`src/logic/core_pkg.sv`:
```
// Shared widths, instruction field codes and state encodings
// for the RV32I integer pipeline

package core_pkg;

  ////////////////////////////////////////////////////////////////////////////
  // Widths

  localparam int REG_ADDR_WIDTH = 5;    // Register index width
  localparam int NUM_REGS       = 32;   // x0..x31

  typedef logic [31:0]               word_t;      // Data or address word
  typedef logic [REG_ADDR_WIDTH-1:0] reg_addr_t;  // Register index
  typedef logic [6:0]                opcode_t;    // Major opcode incl. bits [1:0]

  localparam word_t PC_STEP = 32'd4;  // No compressed instructions

  ////////////////////////////////////////////////////////////////////////////
  // Instruction encodings

  localparam opcode_t OPCODE_OP    = 7'h33;  // Register-register
  localparam opcode_t OPCODE_OPIMM = 7'h13;  // Register-immediate
  localparam opcode_t OPCODE_LUI   = 7'h37;

  localparam logic [2:0] FUNCT3_ADD = 3'b000;  // Also SUB with FUNCT7_SUB
  localparam logic [2:0] FUNCT3_XOR = 3'b100;
  localparam logic [2:0] FUNCT3_OR  = 3'b110;
  localparam logic [2:0] FUNCT3_AND = 3'b111;

  localparam logic [6:0] FUNCT7_SUB = 7'b0100000;

  ////////////////////////////////////////////////////////////////////////////
  // State and operation encodings

  typedef enum logic [2:0] {
    ALU_ADD,
    ALU_SUB,
    ALU_AND,
    ALU_OR,
    ALU_XOR,
    ALU_PASS_B      // For LUI operand b carries the U immediate
  } alu_op_e;

  typedef enum logic [1:0] {
    FETCH_IDLE,
    FETCH_WAIT_GNT,
    FETCH_WAIT_RVALID
  } fetch_state_e;

endpackage

```
`src/logic/id_ex_if.sv`:
```
// Decode to execute bundle
// One decoded operation per valid strobe and no back-pressure

interface id_ex_if;

  import core_pkg::*;

  logic      valid;      // One-cycle strobe
  alu_op_e   op;
  word_t     operand_a;
  word_t     operand_b;
  reg_addr_t rd;
  logic      we;         // Result goes to rd
  word_t     pc;

  // Driven by the decoder
  modport master (
    output valid, op, operand_a, operand_b, rd, we, pc
  );

  // Consumed by the ALU stage
  modport slave (
    input  valid, op, operand_a, operand_b, rd, we, pc
  );

endinterface

```
`src/logic/riscv_fetch.sv`:
```
// Instruction fetch over the req/gnt/rvalid memory port
// One outstanding request and a one-entry buffer towards decode

module riscv_fetch (
  input  logic           clk_i,
  input  logic           reset_i,
  input  logic           fetch_enable_i,
  input  core_pkg::word_t boot_addr_i,
  // Instruction memory
  output logic           instr_req_o,
  output core_pkg::word_t instr_addr_o,
  input  logic           instr_gnt_i,
  input  logic           instr_rvalid_i,
  input  core_pkg::word_t instr_rdata_i,
  // To decode
  output logic           instr_valid_o,
  output core_pkg::word_t instr_o,
  output core_pkg::word_t pc_o,
  input  logic           take_i           // Decode consumes the buffer
);

  import core_pkg::*;

  fetch_state_e state_q;
  word_t        fetch_pc_q;   // Address of next/current request
  logic         buf_valid_q;
  word_t        buf_instr_q;
  word_t        buf_pc_q;

  // Buffer free now or freed this cycle
  logic buf_free;
  assign buf_free = ~buf_valid_q | take_i;

  always_ff @(posedge clk_i) begin
    if (reset_i) begin
      state_q    <= FETCH_IDLE;
      fetch_pc_q <= boot_addr_i;
    end else begin
      unique case (state_q)
        FETCH_IDLE: begin
          if (fetch_enable_i && buf_free) state_q <= FETCH_WAIT_GNT;
        end
        FETCH_WAIT_GNT: begin
          if (instr_gnt_i) state_q <= FETCH_WAIT_RVALID;  // Addr accepted
        end
        FETCH_WAIT_RVALID: begin
          if (instr_rvalid_i) begin
            state_q    <= FETCH_IDLE;
            fetch_pc_q <= fetch_pc_q + PC_STEP;  // Sequential only
          end
        end
        default: state_q <= FETCH_IDLE;
      endcase
    end
  end

  // Fill and take never coincide
  always_ff @(posedge clk_i) begin
    if (reset_i) begin
      buf_valid_q <= 1'b0;
    end else if (state_q == FETCH_WAIT_RVALID && instr_rvalid_i) begin
      buf_valid_q <= 1'b1;
    end else if (take_i) begin
      buf_valid_q <= 1'b0;
    end
  end

  // Buffer payload
  always_ff @(posedge clk_i) begin
    if (state_q == FETCH_WAIT_RVALID && instr_rvalid_i) begin
      buf_instr_q <= instr_rdata_i;
      buf_pc_q    <= fetch_pc_q;
    end
  end

  assign instr_req_o   = (state_q == FETCH_WAIT_GNT);
  assign instr_addr_o  = fetch_pc_q;
  assign instr_valid_o = buf_valid_q;
  assign instr_o       = buf_instr_q;
  assign pc_o          = buf_pc_q;

  // Request and address held until granted
  a_req_stable : assert property (@(posedge clk_i) disable iff (reset_i)
    instr_req_o && !instr_gnt_i |=> instr_req_o && $stable(instr_addr_o));

endmodule

```
`src/logic/riscv_regfile.sv`:
```
// Integer register file with 2 read ports and 1 write port
// x0 reads as zero and same-cycle reads see the write

module riscv_regfile (
  input  logic               clk_i,
  input  logic               reset_i,
  input  core_pkg::reg_addr_t raddr_a_i,
  input  core_pkg::reg_addr_t raddr_b_i,
  input  logic               we_i,
  input  core_pkg::reg_addr_t waddr_i,
  input  core_pkg::word_t     wdata_i,
  output core_pkg::word_t     rdata_a_o,
  output core_pkg::word_t     rdata_b_o
);

  import core_pkg::*;

  word_t regs_q [NUM_REGS];

  logic wr_en;
  assign wr_en = we_i && (waddr_i != '0);  // x0 never written

  always_ff @(posedge clk_i) begin
    if (reset_i) begin
      for (int i = 0; i < NUM_REGS; i++) begin
        regs_q[i] <= '0;
      end
    end else if (wr_en) begin
      regs_q[waddr_i] <= wdata_i;
    end
  end

  // Bypass the write of this cycle into both read ports
  assign rdata_a_o = (wr_en && waddr_i == raddr_a_i) ? wdata_i : regs_q[raddr_a_i];
  assign rdata_b_o = (wr_en && waddr_i == raddr_b_i) ? wdata_i : regs_q[raddr_b_i];

endmodule

```
`src/logic/riscv_decoder.sv`:
```
// Decode stage with field split, immediates, ALU op select,
// RAW hazard stall, illegal instruction flag and ID/EX register

module riscv_decoder (
  input  logic               clk_i,
  input  logic               reset_i,
  // From fetch
  input  logic               instr_valid_i,
  input  core_pkg::word_t     instr_i,
  input  core_pkg::word_t     pc_i,
  output logic               take_o,
  // Register file read
  output core_pkg::reg_addr_t raddr_a_o,
  output core_pkg::reg_addr_t raddr_b_o,
  input  core_pkg::word_t     rdata_a_i,
  input  core_pkg::word_t     rdata_b_i,
  // Destination about to be committed
  input  core_pkg::reg_addr_t wb_rd_i,
  input  logic               wb_we_i,
  output logic               illegal_insn_o,
  id_ex_if.master            id_ex_o
);

  import core_pkg::*;

  opcode_t    opcode;
  logic [2:0] funct3;
  logic [6:0] funct7;
  reg_addr_t  rs1, rs2, rd;
  word_t      imm_i, imm_u;

  assign opcode = instr_i[6:0];
  assign rd     = instr_i[11:7];
  assign funct3 = instr_i[14:12];
  assign rs1    = instr_i[19:15];
  assign rs2    = instr_i[24:20];
  assign funct7 = instr_i[31:25];

  assign imm_i = {{20{instr_i[31]}}, instr_i[31:20]};  // Sign-extended
  assign imm_u = {instr_i[31:12], 12'b0};

  ////////////////////////////////////////////////////////////////////////////
  // Operation decode

  alu_op_e f3_op;   // Op from funct3 shared by OP and OP-IMM
  logic    f3_ok;

  always_comb begin
    f3_ok = 1'b1;
    unique case (funct3)
      FUNCT3_ADD: f3_op = ALU_ADD;
      FUNCT3_XOR: f3_op = ALU_XOR;
      FUNCT3_OR:  f3_op = ALU_OR;
      FUNCT3_AND: f3_op = ALU_AND;
      default: begin
        f3_op = ALU_ADD;
        f3_ok = 1'b0;  // SLT, shifts etc. not supported
      end
    endcase
  end

  alu_op_e dec_op;
  word_t   dec_b;
  logic    dec_illegal, dec_we, use_rs1, use_rs2;

  always_comb begin
    dec_op      = f3_op;
    dec_b       = rdata_b_i;
    dec_illegal = 1'b0;
    dec_we      = 1'b1;
    use_rs1     = 1'b0;
    use_rs2     = 1'b0;
    unique case (opcode)
      OPCODE_OP: begin
        use_rs1 = 1'b1;
        use_rs2 = 1'b1;
        if (funct7 == FUNCT7_SUB && funct3 == FUNCT3_ADD) begin
          dec_op = ALU_SUB;
        end else if (funct7 != '0 || !f3_ok) begin
          dec_illegal = 1'b1;
        end
      end
      OPCODE_OPIMM: begin
        use_rs1     = 1'b1;
        dec_b       = imm_i;
        dec_illegal = ~f3_ok;
      end
      OPCODE_LUI: begin
        dec_op = ALU_PASS_B;
        dec_b  = imm_u;
      end
      default: begin
        dec_illegal = 1'b1;  // Loads, stores, branches, system, ...
        dec_we      = 1'b0;
      end
    endcase
  end

  ////////////////////////////////////////////////////////////////////////////
  // Hazard stall without forwarding paths

  logic ex_busy, a_stall, b_stall;
  assign ex_busy = id_ex_o.valid && id_ex_o.we;  // Result one stage ahead
  assign a_stall = use_rs1 && rs1 != '0 &&
                   ((ex_busy && rs1 == id_ex_o.rd) || (wb_we_i && rs1 == wb_rd_i));
  assign b_stall = use_rs2 && rs2 != '0 &&
                   ((ex_busy && rs2 == id_ex_o.rd) || (wb_we_i && rs2 == wb_rd_i));

  assign take_o         = instr_valid_i & ~(a_stall | b_stall);
  assign illegal_insn_o = take_o & dec_illegal;  // Dropped and never retires
  assign raddr_a_o      = rs1;
  assign raddr_b_o      = rs2;

  // ID/EX register
  always_ff @(posedge clk_i) begin
    if (reset_i) id_ex_o.valid <= 1'b0;
    else         id_ex_o.valid <= take_o & ~dec_illegal;
  end

  always_ff @(posedge clk_i) begin
    if (take_o) begin
      id_ex_o.op        <= dec_op;
      id_ex_o.operand_a <= rdata_a_i;  // Don't care for LUI
      id_ex_o.operand_b <= dec_b;
      id_ex_o.rd        <= rd;
      id_ex_o.we        <= dec_we;
      id_ex_o.pc        <= pc_i;
    end
  end

  // A stalled instruction stays put until decode takes it
  a_hold_until_take : assert property (@(posedge clk_i) disable iff (reset_i)
    instr_valid_i && !take_o |=> instr_valid_i && $stable(instr_i) && $stable(pc_i));

endmodule

```
`src/logic/riscv_alu.sv`:
```
// Execute stage with the ALU on the decoded operands
// and the result registered with rd, we and pc for writeback

module riscv_alu (
  input  logic               clk_i,
  input  logic               reset_i,
  id_ex_if.slave             id_ex_i,
  output logic               ex_valid_o,
  output core_pkg::reg_addr_t ex_rd_o,
  output logic               ex_we_o,
  output core_pkg::word_t     ex_result_o,
  output core_pkg::word_t     ex_pc_o
);

  import core_pkg::*;

  word_t result;

  always_comb begin
    unique case (id_ex_i.op)
      ALU_ADD:    result = id_ex_i.operand_a + id_ex_i.operand_b;
      ALU_SUB:    result = id_ex_i.operand_a - id_ex_i.operand_b;
      ALU_AND:    result = id_ex_i.operand_a & id_ex_i.operand_b;
      ALU_OR:     result = id_ex_i.operand_a | id_ex_i.operand_b;
      ALU_XOR:    result = id_ex_i.operand_a ^ id_ex_i.operand_b;
      ALU_PASS_B: result = id_ex_i.operand_b;  // LUI
      default:    result = '0;
    endcase
  end

  always_ff @(posedge clk_i) begin
    if (reset_i) ex_valid_o <= 1'b0;
    else         ex_valid_o <= id_ex_i.valid;  // Every strobe accepted
  end

  // Payload
  always_ff @(posedge clk_i) begin
    if (id_ex_i.valid) begin
      ex_result_o <= result;
      ex_rd_o     <= id_ex_i.rd;
      ex_we_o     <= id_ex_i.we;
      ex_pc_o     <= id_ex_i.pc;
    end
  end

  // Decoder must never issue an undefined op
  a_op_known : assert property (@(posedge clk_i) disable iff (reset_i)
    id_ex_i.valid |-> !$isunknown(id_ex_i.op));

endmodule

```
`src/logic/riscv_writeback.sv`:
```
// Writeback stage with commit to the register file,
// retire report and destination feedback to decode

module riscv_writeback (
  input  logic               clk_i,
  input  logic               reset_i,
  input  logic               ex_valid_i,
  input  core_pkg::reg_addr_t ex_rd_i,
  input  logic               ex_we_i,
  input  core_pkg::word_t     ex_result_i,
  input  core_pkg::word_t     ex_pc_i,
  // Register file write port
  output logic               rf_we_o,
  output core_pkg::reg_addr_t rf_waddr_o,
  output core_pkg::word_t     rf_wdata_o,
  // Hazard feedback
  output core_pkg::reg_addr_t wb_rd_o,
  output logic               wb_we_o,
  // Retire report
  output logic               retire_valid_o,
  output core_pkg::word_t     retire_pc_o,
  output core_pkg::reg_addr_t retire_rd_o,
  output core_pkg::word_t     retire_data_o
);

  import core_pkg::*;

  logic      valid_q, we_q;
  reg_addr_t rd_q;
  word_t     data_q, pc_q;

  always_ff @(posedge clk_i) begin
    if (reset_i) valid_q <= 1'b0;
    else         valid_q <= ex_valid_i;
  end

  always_ff @(posedge clk_i) begin
    if (ex_valid_i) begin
      rd_q   <= ex_rd_i;
      we_q   <= ex_we_i;
      data_q <= ex_result_i;
      pc_q   <= ex_pc_i;
    end
  end

  // Commit with x0 filtered in the register file
  assign rf_we_o    = valid_q & we_q;
  assign rf_waddr_o = rd_q;
  assign rf_wdata_o = data_q;

  // Result entering this stage as the one in it is bypassed by the regfile
  assign wb_rd_o = ex_rd_i;
  assign wb_we_o = ex_valid_i & ex_we_i;

  assign retire_valid_o = valid_q;
  assign retire_pc_o    = pc_q;
  assign retire_rd_o    = rd_q;
  assign retire_data_o  = data_q;  // Reported even for x0

endmodule

```
`src/logic/riscv_core.sv`:
```
// Core top level wiring fetch, decode, execute, writeback
// and the register file together

module riscv_core (
  input  logic               clk_i,
  input  logic               reset_i,
  input  logic               fetch_enable_i,
  input  core_pkg::word_t     boot_addr_i,
  // Instruction memory
  output logic               instr_req_o,
  output core_pkg::word_t     instr_addr_o,
  input  logic               instr_gnt_i,
  input  logic               instr_rvalid_i,
  input  core_pkg::word_t     instr_rdata_i,
  // Retire report
  output logic               retire_valid_o,
  output core_pkg::word_t     retire_pc_o,
  output core_pkg::reg_addr_t retire_rd_o,
  output core_pkg::word_t     retire_data_o,
  output logic               illegal_insn_o
);

  import core_pkg::*;

  // IF/ID
  logic      instr_valid, take;
  word_t     instr, pc_id;
  // Register file
  reg_addr_t raddr_a, raddr_b, rf_waddr;
  word_t     rdata_a, rdata_b, rf_wdata;
  logic      rf_we;
  // EX/WB and feedback
  logic      ex_valid, ex_we, wb_we;
  reg_addr_t ex_rd, wb_rd;
  word_t     ex_result, ex_pc;

  id_ex_if id_ex ();

  ////////////////////////////////////////////////////////////////////////////
  // Stages

  riscv_fetch fetch_i (
    .clk_i          ( clk_i          ),
    .reset_i        ( reset_i        ),
    .fetch_enable_i ( fetch_enable_i ),
    .boot_addr_i    ( boot_addr_i    ),
    .instr_req_o    ( instr_req_o    ),
    .instr_addr_o   ( instr_addr_o   ),
    .instr_gnt_i    ( instr_gnt_i    ),
    .instr_rvalid_i ( instr_rvalid_i ),
    .instr_rdata_i  ( instr_rdata_i  ),
    .instr_valid_o  ( instr_valid    ),
    .instr_o        ( instr          ),
    .pc_o           ( pc_id          ),
    .take_i         ( take           )
  );

  riscv_regfile regfile_i (
    .clk_i     ( clk_i    ),
    .reset_i   ( reset_i  ),
    .raddr_a_i ( raddr_a  ),
    .raddr_b_i ( raddr_b  ),
    .we_i      ( rf_we    ),
    .waddr_i   ( rf_waddr ),
    .wdata_i   ( rf_wdata ),
    .rdata_a_o ( rdata_a  ),
    .rdata_b_o ( rdata_b  )
  );

  riscv_decoder decoder_i (
    .clk_i          ( clk_i          ),
    .reset_i        ( reset_i        ),
    .instr_valid_i  ( instr_valid    ),
    .instr_i        ( instr          ),
    .pc_i           ( pc_id          ),
    .take_o         ( take           ),
    .raddr_a_o      ( raddr_a        ),
    .raddr_b_o      ( raddr_b        ),
    .rdata_a_i      ( rdata_a        ),
    .rdata_b_i      ( rdata_b        ),
    .wb_rd_i        ( wb_rd          ),
    .wb_we_i        ( wb_we          ),
    .illegal_insn_o ( illegal_insn_o ),
    .id_ex_o        ( id_ex.master   )
  );

  riscv_alu alu_i (
    .clk_i       ( clk_i       ),
    .reset_i     ( reset_i     ),
    .id_ex_i     ( id_ex.slave ),
    .ex_valid_o  ( ex_valid    ),
    .ex_rd_o     ( ex_rd       ),
    .ex_we_o     ( ex_we       ),
    .ex_result_o ( ex_result   ),
    .ex_pc_o     ( ex_pc       )
  );

  riscv_writeback writeback_i (
    .clk_i          ( clk_i          ),
    .reset_i        ( reset_i        ),
    .ex_valid_i     ( ex_valid       ),
    .ex_rd_i        ( ex_rd          ),
    .ex_we_i        ( ex_we          ),
    .ex_result_i    ( ex_result      ),
    .ex_pc_i        ( ex_pc          ),
    .rf_we_o        ( rf_we          ),
    .rf_waddr_o     ( rf_waddr       ),
    .rf_wdata_o     ( rf_wdata       ),
    .wb_rd_o        ( wb_rd          ),
    .wb_we_o        ( wb_we          ),
    .retire_valid_o ( retire_valid_o ),
    .retire_pc_o    ( retire_pc_o    ),
    .retire_rd_o    ( retire_rd_o    ),
    .retire_data_o  ( retire_data_o  )
  );

endmodule

```
`config.mk`:
```
export PLATFORM = sky130hd
export DESIGN_NAME = riscv_core
export DESIGN_NICKNAME = d
export VERILOG_FILES = /design/src/logic/core_pkg.sv /design/src/logic/id_ex_if.sv /design/src/logic/riscv_fetch.sv /design/src/logic/riscv_regfile.sv /design/src/logic/riscv_decoder.sv /design/src/logic/riscv_alu.sv /design/src/logic/riscv_writeback.sv /design/src/logic/riscv_core.sv
export SDC_FILE = /design/constraint.sdc
export NUM_CORES = 2
export LEC_CHECK = 0
export BUFFER_PORTS_ARGS = -buffer_cell sky130_fd_sc_hd__buf_2
export CORE_ASPECT_RATIO = 0.75
export CORE_UTILIZATION = 57
export DETAILED_ROUTE_END_ITERATION = 16
export PLACE_DENSITY = 0.79
export SLEW_MARGIN = 40
export SYNTH_ARGS = -nofsm -noshare
export SYNTH_HDL_FRONTEND = slang
export SYNTH_HIERARCHICAL = 1
export SYNTH_SLANG_ARGS = --single-unit
```
`constraint.sdc`:
```
create_clock -name clk_i -period 9.03 [get_ports clk_i]
set_clock_uncertainty 0.2 [all_clocks]
set_input_delay 0.903 -clock clk_i [delete_from_list [all_inputs] [get_ports clk_i]]
set_output_delay 0.903 -clock clk_i [all_outputs]
set_load 0.01 [all_outputs]
```
==> flow_metrics.py <==
metrics = {
    "run_status": {
        "outcome": "complete, no violations",
    },
    "finish": {
        "layout.area.seq_um2": 41100,
        "nNetsFinal": 4974,
        "final_area_um2": 77700,
        "area_delta_synth_final_pct": 8.64,
        "layout_common_cells": "1365 x edfxtp_1, 1000 x and2_1, 425 x mux4_2",
        "multi_input_area_um2": 27500,
        "fillers": 8699,
        "drive_gt1_frac": 0.214,
        "final_common_cell": "edfxtp_1",
    },
    "synthesis": {
        "syn_avg_cell_area_um2": 14.9,
        "synth_top_cell_by_area": "edfxtp_1",
        "syn_area_um2": 71600,
        "synth_top_flop_cell": "edfxtp_1",
        "synth-seq-area-share": 0.575,
        "synth_edf_count": 1365,
        "synthArstFlopShare": 0,
        "synth_area_leaders": "edfxtp_1 57%, mux4_2 13%, and2_1 8.8%, mux4_1 3.0%, o22ai_1 2.2%",
        "synth_top_area_frac": 0.573,
        "yosys_warnings": 6,
        "synthCells": 4813,
        "synth.distinct_cells": 98,
        "ys_seq_elements": 1371,
    },
    "placement": {
        "dp_hpwl_um": 143000,
        "io_buffer_count": 172,
        "detailed_place.area_um2": 73100,
        "dp_slack_ns": 3.93,
        "gp_congestion": 0.990,
    },
    "grt": {
        "grt_pass1_vias": 45100,
        "grt_max_degree": 131,
        "grt.overflow.total": 0,
        "grt_first_pass_wirelength_um": 323000,
        "antenna_found_initial": 26,
        "grt_usage": 0.360,
    },
    "sta": {
        "setup_viol": 0,
        "finalWorstSetupSlack_ns": 3.54,
        "max_slew.worst_pin.slew_ns": 0.893,
        "hold_viol_final": 0,
        "grt_setup_unrepaired": "no",
        "max_freq_mhz": 182,
        "maxSlewHeadroom": 0.399,
        "slew_violations": 0,
        "fin_crit_ns": 5.49,
        "setup_tns_ns": 0,
        "timing.final.crit_share": 0.608,
    },
    "floorplanning": {
        "start_util": 0.575,
        "io_pins": 173,
        "die_y_um": 309,
        "rows": 112,
        "die_w_um": 411,
        "dieArea_um2": 127000,
        "core-area_um2": 124000,
    },
    "detailed_routing": {
        "route.detailed.drc": 0,
        "first_pass_iters": 6,
        "wl_met1_um": 81300,
        "routed_via_density": 7.18,
        "route.final.wire_length_um": 229000,
        "wl_met2_um": 96400,
        "wl_per_cell_um": 34.9,
        "wl_met3_um": 38500,
        "highest_layer": "met5",
        "via_count": 47200,
        "dr.first_iter.drc_count": 8475,
        "postRouteAntennaNets": 0,
    },
    "pwr": {
        "p_sw_mw": 3.05,
        "peakVddDrop_uv": 206,
        "total_leakage_power_nw": 28.0,
        "sw_frac_of_total": 0.222,
        "pwr-share-clk": 0.419,
        "pwr-share-seq": 0.532,
        "p_comb_frac": 0.049,
        "p_int_mw": 10.7,
        "p_per_area_nw_per_um2": 177,
    },
    "worst_setup_path": {
        "cp_slowest_cell": "nand2_1",
        "crit_fanout": 18,
        "slowest_delay_ns": 0.65,
        "cp_data_required_time_ns": 9.33,
        "crit_buf_inv": 1,
        "arrival_ns": 5.79,
        "cp-start-kind": "flop",
        "endpoint_kind": "flop",
        "worstPathCellList": "nor2_1 -> nand2_1 -> o21ai_0 -> inv_1 -> ha_1 -> nor2b_1 -> o31ai_1 -> a21oi_1 -> a31oi_1 -> o21ai_0 -> a21oi_1 -> xor2_1 -> o211ai_1",
        "cp_top_family": "compound AO/OA/AOI/OAI gates",
        "path_class": "reg -> reg",
    },
    "clock_tree": {
        "cts_setup_buffers": 0,
        "clock_latency_ns": 0.78,
        "ctsResizeCount": 0,
        "cts_num_sinks": 1371,
        "cts_buffer_depth": 3,
        "numCtsBuffers": 134,
        "cts_root_buf": "clkbuf_16",
        "cts_tree": "yes",
        "cts.htree.levels": 4,
        "holdBufCountCts": 0,
        "clk_pin_slew_worst_paths_ns": 0.07,
    },
    "worst_hold_path": {
        "hp-class": "in -> reg",
    },
    "run": {
        "drv_cap": 0,
    },
}
[kinds of logic (layout without fill, tap and decap cells)]
logic type,Yosys count,count (layout),synth area share
adders and majority gates,98,98,0.0172
buffers and inverters,573,639,0.0448
DFF,1371,1371,0.575
AOI/OAI and AO/OA,613,613,0.0564
xor gates and xnor gates,100,100,0.0123
other,1,43,0.0000524
muxes,527,527,0.167
and+or+nand+nor,1530,1530,0.128
[routing by layer]
metal,global-route usage,vias up
li1,-,18500
met1,0.491,23600
met2,0.499,4238
met3,0.148,757
met4,0.182,24
met5,0.00562,-
[cell usage after synthesis (all sizes together), types with 26 or more instances]
library cell,number
edfxtp,1365
and2,1002
mux4,508
clkbuf,255
o22ai,252
buf,237
nand2,141
nor2,117
o21ai,108
ha,97
inv,81
or4,77
a21oi,69
xnor2,62
xor2,38
nand3,37
or2,33
a22oi,26
[layout make-up]
type / instances / share of cell area
antenna: 11 / 0.000354
clock buffer: 161 / 0.0453
clock inverter: 78 / 0.0116
inverter: 81 / 0.00391
multi-input combinational: 2900 / 0.354
sequential: 1371 / 0.529
tap: 1653 / 0.0266
timing repair buffer: 319 / 0.0295
[state kept, by name, summed over array words and instances, names as in the netlist, 2 cells and up]
register	count
regfile_i/regs_q	1024
alu_i/ex_pc_o	32
alu_i/ex_result_o	32
decoder_i/id_ex_o.operand_a	32
decoder_i/id_ex_o.operand_b	32
decoder_i/id_ex_o.pc	32
fetch_i/instr_addr_o	32
fetch_i/instr_o	32
fetch_i/pc_o	32
writeback_i/retire_data_o	32
writeback_i/retire_pc_o	32
alu_i/ex_rd_o	5
decoder_i/id_ex_o.rd	5
writeback_i/retire_rd_o	5
decoder_i/id_ex_o.op	3
fetch_i/state_q	2
[stage by stage]
| stage | total power [mW] | instances | hold slack, ns | utilization |
|---|---|---|---|---|
| after floorplan | 7.80 | 4844 | 0.200 | - |
| after global routing | 14.0 | 6563 | 0.0767 | 0.624 |
| after CTS | 13.7 | 6556 | 0.0542 | 0.623 |
| after global placement | 8.04 | 6305 | 0.200 | 0.585 |
| after detailed placement | 8.07 | 6317 | 0.205 | 0.587 |
| final | 13.7 | 6574 | 0.0946 | 0.625 |
[power groups by stage]
stage	sequential (mW)	clock (mW)	combinational [mW]
floorplan	7.38	0	0.424
global placement	7.41	0	0.632
detailed placement	7.43	0	0.647
CTS	7.29	5.78	0.652
global route	7.31	6.01	0.693
finish	7.30	5.76	0.674
[worst reg2reg max path, stage by stage (launching register included)]
cell	delay [ns]
edfxtp_1	0.50
nor2_1	0.64
nand2_1	0.65
o21ai_0	0.53
inv_1	0.09
ha_1	0.27
nor2b_1	0.14
o31ai_1	0.30
a21oi_1	0.21
a31oi_1	0.62
o21ai_0	0.47
a21oi_1	0.27
xor2_1	0.22
o211ai_1	0.12
[path summary, 6_finish.rpt]
| check | start | to | slack, ns | depth (start not counted) |
|---|---|---|---|---|
| worst min register to register | fetch_i/pc_o[24] | decoder_i/id_ex_o.pc[24] | 0.20 | 0 |
| worst max register to register | decoder_i/id_ex_o.op[1] | alu_i/ex_result_o[25] | 3.54 | 13 |
| worst min-delay path | instr_rdata_i[17] | fetch_i/instr_o[17] | 0.09 | 1 |
| worst max-delay path | decoder_i/id_ex_o.op[1] | alu_i/ex_result_o[25] | 3.54 | 13 |
(Power assumes the default switching activity.)
